`config.mk`:
```
export PLATFORM = sky130hd
export DESIGN_NAME = spi_flash_ctrl
export DESIGN_NICKNAME = d
export VERILOG_FILES = /design/src/verilog/spi_flash_pkg.sv /design/src/verilog/flash_cmd_sequencer.sv /design/src/verilog/spi_byte_shifter.sv /design/src/verilog/spi_flash_ctrl.sv
export VERILOG_INCLUDE_DIRS = /design/src /design/src/verilog
export SDC_FILE = /design/constraint.sdc
export NUM_CORES = 1
export LEC_CHECK = 0
export BUFFER_PORTS_ARGS = -buffer_cell sky130_fd_sc_hd__clkbuf_2
export CORE_MARGIN = 5
export CORE_UTILIZATION = 57
export DETAILED_ROUTE_END_ITERATION = 12
export PLACE_DENSITY = 0.77
export REMOVE_ABC_BUFFERS = 1
export SYNTH_ARGS = -nofsm -noshare
export SYNTH_HDL_FRONTEND = slang
export SYNTH_SLANG_ARGS = --single-unit
```
`constraint.sdc`:
```
create_clock -name spi_master_done -period 3.31 [get_ports spi_master_done]
set_clock_uncertainty 0.2 [all_clocks]
set_input_delay 0.331 -clock spi_master_done [delete_from_list [all_inputs] [get_ports spi_master_done]]
set_output_delay 0.331 -clock spi_master_done [all_outputs]
set_load 0.05 [all_outputs]
```
`src/verilog/spi_flash_settings.svh`:
```
/*
  Opcodes, widths and limits shared by the SPI flash controller.
  SCK half period is counted in system clocks; the frame timing in the
  sequencer assumes SPI_FLASH_SCK_HALF of 1 (16 clocks per byte).
*/
`ifndef SPI_FLASH_SETTINGS_SVH
`define SPI_FLASH_SETTINGS_SVH

// ####################
// Widths
// ####################
`define SPI_FLASH_BYTE_W 8
`define SPI_FLASH_ADDR_W 24
// Up to one 512 byte page plus margin
`define SPI_FLASH_LEN_W 10

// ####################
// Flash opcodes
// ####################
`define SPI_FLASH_OP_READ_ID 8'h90
`define SPI_FLASH_OP_RDSR1 8'h05
`define SPI_FLASH_OP_WREN 8'h06
`define SPI_FLASH_OP_READ3 8'h03
`define SPI_FLASH_OP_PP3 8'h02

// ####################
// Limits
// ####################
// Manufacturer and device ID
`define SPI_FLASH_ID_BYTES 2
`define SPI_FLASH_SCK_HALF 1

`endif
```
`src/verilog/spi_flash_pkg.sv`:
```
/*
  Operation codes and the address word type for the flash controller.
  Byte view of the address is MSB first, bytes[0] is address[23:16].
*/
`default_nettype none

`include "spi_flash_settings.svh"

package spi_flash_pkg;

  // ####################
  // Operations
  // ####################

  // Commands the user can request
  typedef enum logic [2:0] {
    OP_READ_ID,
    OP_RDSR1,
    OP_WREN,
    OP_READ3,
    OP_PP3
  } flash_op_e;

  // ####################
  // Address word
  // ####################

  // One 24 bit address, seen either whole or as bytes
  // Ascending outer range puts the most significant byte at index 0,
  // which is the order the bytes go out on the wire
  typedef union packed {
    // Byte address as given by the user
    logic [`SPI_FLASH_ADDR_W-1:0] linear;
    // Address phase bytes, indexed by address frame count
    logic [0:(`SPI_FLASH_ADDR_W/`SPI_FLASH_BYTE_W)-1][`SPI_FLASH_BYTE_W-1:0] bytes;
  } flash_addr_u;

endpackage

`default_nettype wire

```
`src/verilog/flash_cmd_sequencer.sv`:
```
/*
  Command FSM for READ_ID, RDSR1, WREN, READ3 and PP3 on one flash die.
  No back-pressure: PP3 data must be ready when wr_taken pulses, and
  cmd_start is ignored while busy. op_done is the last busy cycle.
*/
`timescale 1ns/100ps
`default_nettype none

`include "spi_flash_settings.svh"

module flash_cmd_sequencer (
  input  wire logic                         spi_master_done,
  input  wire logic                         reset_PP3_send_address_counter,
  input  wire logic                         cmd_start,
  input  wire spi_flash_pkg::flash_op_e     cmd_op,
  input  wire spi_flash_pkg::flash_addr_u   address,
  input  wire logic [`SPI_FLASH_LEN_W-1:0]  num_bytes,
  input  wire logic [`SPI_FLASH_BYTE_W-1:0] wr_data,
  input  wire logic                         byte_done,
  input  wire logic [`SPI_FLASH_BYTE_W-1:0] rx_byte,
  output logic                              busy,
  output logic                              op_done,
  output logic                              rd_valid,
  output logic      [`SPI_FLASH_BYTE_W-1:0] rd_data,
  output logic                              wr_taken,
  output logic                              load,
  output logic                              last,
  output logic      [`SPI_FLASH_BYTE_W-1:0] tx_byte
);

  import spi_flash_pkg::*;

  localparam int BYTE_W = `SPI_FLASH_BYTE_W;
  localparam int LEN_W = `SPI_FLASH_LEN_W;
  localparam int ADDR_BYTES = `SPI_FLASH_ADDR_W / `SPI_FLASH_BYTE_W;
  localparam logic [1:0] ADDR_LAST = 2'(ADDR_BYTES - 1);

  // Phase of the frame currently on the wire
  localparam logic [1:0] S_IDLE = 2'd0;
  localparam logic [1:0] S_INSTR = 2'd1;
  localparam logic [1:0] S_ADDR = 2'd2;
  localparam logic [1:0] S_DATA = 2'd3;

  // ####################
  // Registers
  // ####################

  logic [1:0]       state;
  flash_op_e        op_q;
  flash_addr_u      addr_q;
  // Data frames of this operation
  logic [LEN_W-1:0] len_q;
  logic [1:0]       addr_cnt;
  logic [LEN_W-1:0] data_cnt;
  // Instruction frame still to be loaded
  logic             issue;
  // Frame on the wire carries last
  logic             last_inflight;
  logic             op_done_q;

  // Next frame, valid together with load
  logic [1:0]       nxt_state;
  logic [1:0]       nxt_addr_cnt;
  logic [LEN_W-1:0] nxt_data_cnt;
  logic [BYTE_W-1:0] opcode;

  // Opcode of the latched operation
  always_comb begin
    case (op_q)
      OP_READ_ID: opcode = `SPI_FLASH_OP_READ_ID;
      OP_RDSR1:   opcode = `SPI_FLASH_OP_RDSR1;
      OP_WREN:    opcode = `SPI_FLASH_OP_WREN;
      OP_READ3:   opcode = `SPI_FLASH_OP_READ3;
      default:    opcode = `SPI_FLASH_OP_PP3;
    endcase
  end

  // ####################
  // Next frame select
  // ####################

  always_comb begin
    load         = 1'b0;
    last         = 1'b0;
    tx_byte      = '0;
    wr_taken     = 1'b0;
    nxt_state    = state;
    nxt_addr_cnt = addr_cnt;
    nxt_data_cnt = data_cnt;
    if (issue) begin
      // Instruction frame, WREN has nothing after it
      load      = 1'b1;
      tx_byte   = opcode;
      last      = (op_q == OP_WREN);
      nxt_state = S_INSTR;
    end else if (byte_done && !last_inflight) begin
      load = 1'b1;
      case (state)
        S_INSTR: begin
          if (op_q == OP_RDSR1) begin
            // Status byte follows the opcode directly
            nxt_state    = S_DATA;
            nxt_data_cnt = '0;
          end else begin
            nxt_state    = S_ADDR;
            nxt_addr_cnt = '0;
          end
        end
        S_ADDR: begin
          if (addr_cnt == ADDR_LAST) begin
            nxt_state    = S_DATA;
            nxt_data_cnt = '0;
          end else begin
            nxt_addr_cnt = addr_cnt + 1'b1;
          end
        end
        default: begin
          nxt_data_cnt = data_cnt + 1'b1;
        end
      endcase
      if (nxt_state == S_ADDR) begin
        tx_byte = addr_q.bytes[nxt_addr_cnt];
        // Zero length READ3/PP3 ends on the address
        last    = (nxt_addr_cnt == ADDR_LAST) && (len_q == '0);
      end else begin
        // Write data for PP3, dummy zeros while reading
        tx_byte  = (op_q == OP_PP3) ? wr_data : '0;
        wr_taken = (op_q == OP_PP3);
        last     = (nxt_data_cnt == len_q - 1'b1);
      end
    end
  end

  // ####################
  // Control FSM
  // ####################

  always_ff @(posedge spi_master_done or posedge reset_PP3_send_address_counter) begin
    if (reset_PP3_send_address_counter) begin
      state         <= S_IDLE;
      op_q          <= OP_READ_ID;
      addr_cnt      <= '0;
      data_cnt      <= '0;
      issue         <= 1'b0;
      last_inflight <= 1'b0;
      op_done_q     <= 1'b0;
    end else begin
      issue <= 1'b0;
      if (state == S_IDLE) begin
        if (cmd_start) begin
          state <= S_INSTR;
          op_q  <= cmd_op;
          issue <= 1'b1;
        end
      end else if (op_done_q) begin
        // Done pulse is the final busy cycle
        state     <= S_IDLE;
        op_done_q <= 1'b0;
      end else if (load) begin
        state         <= nxt_state;
        addr_cnt      <= nxt_addr_cnt;
        data_cnt      <= nxt_data_cnt;
        last_inflight <= last;
      end else if (byte_done && last_inflight) begin
        op_done_q <= 1'b1;
      end
    end
  end

  // Command fields, taken at acceptance
  always_ff @(posedge spi_master_done) begin
    if (state == S_IDLE && cmd_start) begin
      // READ_ID sends a zero address
      addr_q.linear <= (cmd_op == OP_READ_ID) ? '0 : address.linear;
      case (cmd_op)
        OP_READ_ID: len_q <= LEN_W'(`SPI_FLASH_ID_BYTES);
        OP_RDSR1:   len_q <= LEN_W'(1);
        OP_WREN:    len_q <= '0;
        default:    len_q <= num_bytes;
      endcase
    end
  end

  // ####################
  // User side
  // ####################

  assign busy     = (state != S_IDLE);
  assign op_done  = op_done_q;
  assign rd_valid = byte_done && (state == S_DATA) && (op_q != OP_PP3);
  assign rd_data  = rx_byte;

  // Done pulse closes the operation on the next clock
  a_done_ends_busy : assert property (
    @(posedge spi_master_done) disable iff (reset_PP3_send_address_counter)
    op_done |-> busy ##1 !busy
  );

  a_rd_wr_exclusive : assert property (
    @(posedge spi_master_done) disable iff (reset_PP3_send_address_counter)
    !(rd_valid && wr_taken)
  );

endmodule

`default_nettype wire

```
`src/verilog/spi_byte_shifter.sv`:
```
/*
  SPI mode 0 byte engine, MSB first, SCK low while idle.
  A load is taken only when idle or in the byte_done cycle; chip select
  stays low between streamed bytes and rises after the byte marked last.
*/
`timescale 1ns/100ps
`default_nettype none

`include "spi_flash_settings.svh"

module spi_byte_shifter (
  input  wire logic                         spi_master_done,
  input  wire logic                         reset_PP3_send_address_counter,
  input  wire logic                         load,
  input  wire logic                         last,
  input  wire logic [`SPI_FLASH_BYTE_W-1:0] tx_byte,
  input  wire logic                         flash_so,
  output logic                              byte_done,
  output logic      [`SPI_FLASH_BYTE_W-1:0] rx_byte,
  output logic                              flash_sck,
  output logic                              flash_cs_n,
  output logic                              flash_si
);

  localparam int BYTE_W = `SPI_FLASH_BYTE_W;
  // Two SCK edges per bit
  localparam int EDGES = 2 * BYTE_W;
  localparam int EDGE_W = $clog2(EDGES);
  localparam int HALF = `SPI_FLASH_SCK_HALF;
  localparam int HALF_W = (HALF > 1) ? $clog2(HALF) : 1;

  // ####################
  // State
  // ####################

  // Byte in flight
  logic              active;
  // SCK edge count within the byte
  logic [EDGE_W-1:0] edge_cnt;
  // Clocks within one SCK half period
  logic [HALF_W-1:0] half_cnt;
  // Current byte closes the frame
  logic              last_q;
  logic [BYTE_W-1:0] tx_shift;
  logic [BYTE_W-1:0] rx_shift;
  logic              sck_q;
  logic              cs_n_q;
  logic              tick;
  logic              accept;

  // End of an SCK half period
  assign tick = (half_cnt == HALF_W'(HALF - 1));

  // Last falling SCK edge of the byte is due
  assign byte_done = active && tick && (edge_cnt == EDGE_W'(EDGES - 1));

  // New byte either from idle or streamed on the end of the previous one
  assign accept = load && (!active || byte_done);

  // ####################
  // Shift control
  // ####################

  always_ff @(posedge spi_master_done or posedge reset_PP3_send_address_counter) begin
    if (reset_PP3_send_address_counter) begin
      active   <= 1'b0;
      edge_cnt <= '0;
      half_cnt <= '0;
      last_q   <= 1'b0;
      sck_q    <= 1'b0;
      cs_n_q   <= 1'b1;
      tx_shift <= '0;
    end else if (accept) begin
      // MSB goes straight onto SI, first rising edge one half period later
      active   <= 1'b1;
      edge_cnt <= '0;
      half_cnt <= '0;
      last_q   <= last;
      sck_q    <= 1'b0;
      cs_n_q   <= 1'b0;
      tx_shift <= tx_byte;
    end else if (active) begin
      half_cnt <= tick ? '0 : half_cnt + 1'b1;
      if (tick) begin
        sck_q    <= ~sck_q;
        edge_cnt <= edge_cnt + 1'b1;
        // Falling edge, present the next bit
        if (sck_q) begin
          tx_shift <= {tx_shift[BYTE_W-2:0], 1'b0};
        end
        if (byte_done) begin
          active <= 1'b0;
          // Deselect only after the closing byte
          if (last_q) begin
            cs_n_q <= 1'b1;
          end
        end
      end
    end
  end

  // ####################
  // Receive
  // ####################

  // Capture SO as SCK goes high, flash changes it on the falling edge
  always_ff @(posedge spi_master_done) begin
    if (active && tick && !sck_q) begin
      rx_shift <= {rx_shift[BYTE_W-2:0], flash_so};
    end
  end

  assign rx_byte    = rx_shift;
  assign flash_sck  = sck_q;
  assign flash_cs_n = cs_n_q;
  assign flash_si   = tx_shift[BYTE_W-1];

  // ####################
  // Checks
  // ####################

  // Mode 0 idle level whenever the die is deselected
  a_sck_low_deselected : assert property (
    @(posedge spi_master_done) disable iff (reset_PP3_send_address_counter)
    flash_cs_n |-> !flash_sck
  );

  // Sequencer never loads into a byte that is still shifting
  a_no_load_mid_byte : assert property (
    @(posedge spi_master_done) disable iff (reset_PP3_send_address_counter)
    load |-> (!active || byte_done)
  );

endmodule

`default_nettype wire

```
`src/verilog/spi_flash_ctrl.sv`:
```
/*
  Single die SPI NOR flash controller, SDR mode 0, SCK at clock/2.
  Five commands, 3 byte addressing only; user interface has no stalls.
*/
`timescale 1ns/100ps
`default_nettype none

`include "spi_flash_settings.svh"

module spi_flash_ctrl (
  input  wire logic                         spi_master_done,
  input  wire logic                         reset_PP3_send_address_counter,
  // User command side
  input  wire logic                         cmd_start,
  input  wire spi_flash_pkg::flash_op_e     cmd_op,
  input  wire spi_flash_pkg::flash_addr_u   address,
  input  wire logic [`SPI_FLASH_LEN_W-1:0]  num_bytes,
  input  wire logic [`SPI_FLASH_BYTE_W-1:0] wr_data,
  output logic                              busy,
  output logic                              op_done,
  output logic                              rd_valid,
  output logic      [`SPI_FLASH_BYTE_W-1:0] rd_data,
  output logic                              wr_taken,
  // Flash pins
  output logic                              flash_sck,
  output logic                              flash_cs_n,
  output logic                              flash_si,
  input  wire logic                         flash_so
);

  // Sequencer to shifter handshake
  logic                         load;
  logic                         last;
  logic [`SPI_FLASH_BYTE_W-1:0] tx_byte;
  logic                         byte_done;
  logic [`SPI_FLASH_BYTE_W-1:0] rx_byte;

  flash_cmd_sequencer u_seq (
    .spi_master_done                (spi_master_done),
    .reset_PP3_send_address_counter (reset_PP3_send_address_counter),
    .cmd_start                      (cmd_start),
    .cmd_op                         (cmd_op),
    .address                        (address),
    .num_bytes                      (num_bytes),
    .wr_data                        (wr_data),
    .byte_done                      (byte_done),
    .rx_byte                        (rx_byte),
    .busy                           (busy),
    .op_done                        (op_done),
    .rd_valid                       (rd_valid),
    .rd_data                        (rd_data),
    .wr_taken                       (wr_taken),
    .load                           (load),
    .last                           (last),
    .tx_byte                        (tx_byte)
  );

  // Byte engine on the flash pins
  spi_byte_shifter u_shift (
    .spi_master_done                (spi_master_done),
    .reset_PP3_send_address_counter (reset_PP3_send_address_counter),
    .load                           (load),
    .last                           (last),
    .tx_byte                        (tx_byte),
    .flash_so                       (flash_so),
    .byte_done                      (byte_done),
    .rx_byte                        (rx_byte),
    .flash_sck                      (flash_sck),
    .flash_cs_n                     (flash_cs_n),
    .flash_si                       (flash_si)
  );

endmodule

`default_nettype wire

```
==> reports/qor.txt <==
unrepaired setup endpoints after global routing -> false
sw frac -> 23.8%
Net Sw Power -> 0.000420 W
ys flop type -> edfxtp_1
worst r2r src -> u_seq.state[0]
critical path startpoint -> u_seq.state[0]
Mean Syn Cell Area -> 10.3 sq um
vias in the first global route -> 3247
core area -> 7250 sq um
Cells after Synth -> 412
initial drt markers -> 414
CP Capture Type -> output pin
DRC errors left -> 0
root buf cell -> clkbuf_8
fin crit share -> 93.4%
P_int -> 0.00134 W
largest net degree at the start of global routing -> 36
WS Path Type -> flop to output pin
Rel. slew slack -> 31.5%
synth unique cells -> 58
Die X -> 96.1 um
synthesis-stage register bit count -> 78
CTS clock-pin slew for the worst setup and hold paths -> 0.09 ns
setup tns final -> 0 ns
number of flops mapped to enable cells by yosys -> 42
register area -> 2160 sq um
worst min path class -> primary input to flop
Die H -> 96.1 um
Clock Power Share -> 38.1%
total number of vias -> 3358
clock tree buffer depth -> 2
Pre-Repair DR Iteration Count -> 5
final setup violation count -> 0
IO buf count -> 63
Slew Limit Fails -> 0
first-pass GRT wire length -> 15000 um
Starting Density -> 58.2%
Hold Startpoint -> wr_data[5]
Total Wirelength -> 9420 um
Power Dens Cells -> 360 nW/um^2
CP max FO -> 15
worst vdd ir -> 235 uV
critical path's largest stage delay -> 0.51 ns
Multi-input gate area -> 1940 sq um
initial antenna violation count -> 0
outcome -> completed
layout cells sized above 1 -> 22.2%
crit path DAT -> 2.56 ns
nets@finish -> 540
Clock Sinks -> 78
Seq pwr share -> 58.2%
fillers -> 587
die area -> 9230 sq um
Clk Latency, worst-skew pair -> 0.35 ns
Finished Core Util -> 67.5%
Layout area overhead -> 15.8%
max-cap check violation count -> 0
slew of the pin with the lowest slew margin -> 1.02 ns
Buf/Inv on CP -> 2
combinational cell fraction of total power -> 3.7%
Netlist Area Pre-Place -> 4220 sq um
Placer Congestion -> 0.979
CP delay by family, top -> compound AO/OA/AOI/OAI gates
# IOs -> 64
CTS tree -> yes
Seq/Total Area, Yosys -> 51.2%
htree depth -> 3
Routed Antenna Nets -> 0
CP max-delay cell -> a21oi_1
crit path launch type -> flop
Ys Warns -> 0
WL per Instance -> 16.1 um
GR Overflow Total -> 0
vias per cell -> 5.73
overall global routing resource usage -> 21.3%
P_leak -> 2.02 nW
Final Hold Fails -> 0
number of diodes -> 0
CP Cell Sequence -> inv_1 > ha_2 > nor2b_1 > o21ai_0 > a21oi_1 > nor3_4 > clkbuf_4
CTS buffer count -> 9
dpl hpwl -> 6820 um
Final min period -> 3.09 ns
Crit path required time -> 2.78 ns
std cell rows -> 31
ys async rst share -> 46.2%
FMAX -> 0.324 GHz
-- cells in the mapped netlist (all sizes together) (5+ instances only) --
| cell type | instances | area, sq um |
|---|---|---|
| o31ai | 6 | 45.0 |
| buf | 5 | 27.5 |
| o21ai | 30 | 150 |
| nor3 | 12 | 65.1 |
| xnor2 | 11 | 96.3 |
| nand2 | 44 | 165 |
| dfrtp | 35 | 876 |
| a31oi | 5 | 31.3 |
| ha | 9 | 113 |
| nor4 | 5 | 46.3 |
| nor2b | 39 | 244 |
| xor2 | 11 | 96.3 |
| mux2i | 12 | 120 |
| nor2 | 34 | 128 |
| a21oi | 15 | 75.1 |
| edfxtp | 42 | 1260 |
| clkbuf | 13 | 50.0 |
| o2bb2ai | 7 | 61.3 |
| inv | 15 | 56.3 |
| nand3 | 7 | 35.0 |
-- state kept, by name, summed over array words and instances (netlist names), 2 cells and up --
name and flops:
u_shift.edge_cnt 4, u_shift.rx_byte 8, u_seq.len_q 10, u_seq.addr_cnt 2, u_seq.op_q 3, u_seq.data_cnt 10, u_seq.addr_q 24, u_seq.state 2
u_shift.tx_shift 8
-- what timing repair did --
action | in CTS | in global routing
gates resized for setup | 2 | 1
buffers inserted | 0 | 2
endpoints found under the hold margin | 16 | 0
setup endpoints to repair | 1 | 3
hold buffers | 2 | 0
pin swaps | 0 | 1
-- worst register-to-register path: cells and delay by family (launching register included) --
family                     cells  cell delay (ns)
adders and majority gates      1             0.40
AOI/OAI and AO/OA              3             0.68
xor gates and xnor gates       1             0.12
buffers and inverters          1             0.10
DFF                            1             0.48
and+or+nand+nor                3             1.02
-- logic make-up after synthesis --
logic type | synth area share [%]
adder cells (fa/ha/maj) | 2.67
AND/OR/NAND/NOR | 20.9
multiplexers | 3.91
buffers and inverters | 3.17
XOR/XNOR | 4.56
AO/OA/AOI/OAI | 13.6
flip-flops | 51.2
-- worst paths after layout --
kind	endpoint	slack, ns	depth (start not counted)
setup / recovery	wr_taken	0.22	7
hold / removal	u_shift.tx_shift[5]	0.02	3
max in group asynchronous	u_seq.op_q[1]	1.79	4
hold reg to reg	u_shift.rx_byte[2]	0.25	0
min in group asynchronous	u_shift.edge_cnt[3]	0.39	3
setup reg to reg	u_shift.last_q	0.24	9
-- cell type report --
type	instances	share of cell area (%)
repair buffers	77	8.74
clock inverters	7	1.18
clock buffers	9	2.53
inverters	15	1.15
flip-flops and latches	78	44.2
multi-input cells	301	39.7
well taps	99	2.53
-- through the flow --
step	worst slack [ns]	power (W)	instance area, sq um	hold slack, ns	cells
3_5_place_dp	0.200	0.00111	4670	0.234	566
2_1_floorplan	0.333	0.00107	4150	0.230	394
6_report	0.219	0.00176	4890	0.0207	586
3_3_place_gp	0.380	0.00111	4670	0.223	566
5_1_grt	0.0540	0.00181	4890	0.0198	586
4_1_cts	0.00183	0.00177	4880	0.0117	584
-- metal layers --
metal | global-route usage [%] | wire (um) | up-vias
met4 | 9.24 | 184 | 0
met2 | 33.4 | 4360 | 155
met5 | 0 | 0 | -
li1 | - | - | 1616
met3 | 3.83 | 751 | 19
met1 | 29.0 | 4120 | 1568
-- power groups by stage --
stage	Clock, W	Sequential [W]	Combinational (W)
final	0.000671	0.00102	0.0000653
after floorplan	0	0.00104	0.0000275
after detailed placement	0	0.00104	0.0000651
after global routing	0.000713	0.00102	0.0000749
after global placement	0	0.00104	0.0000625
after CTS	0.000679	0.00102	0.0000669
-- cell usage in the layout (no fill, tap or decap), types with 5 or more instances in the layout --
cell,count
a21oi_1,15
a31oi_1,5
buf_4,12
clkbuf_2,62
clkbuf_8,9
dfrtp_1,35
edfxtp_1,42
ha_1,8
inv_1,15
mux2i_1,12
nand2_1,44
nand3_1,7
nor2_1,34
nor2b_1,39
nor3_1,10
o21ai_0,29
o2bb2ai_1,7
o31ai_1,6
xnor2_1,11
xor2_1,11
Power figures use the tool's default switching activity.
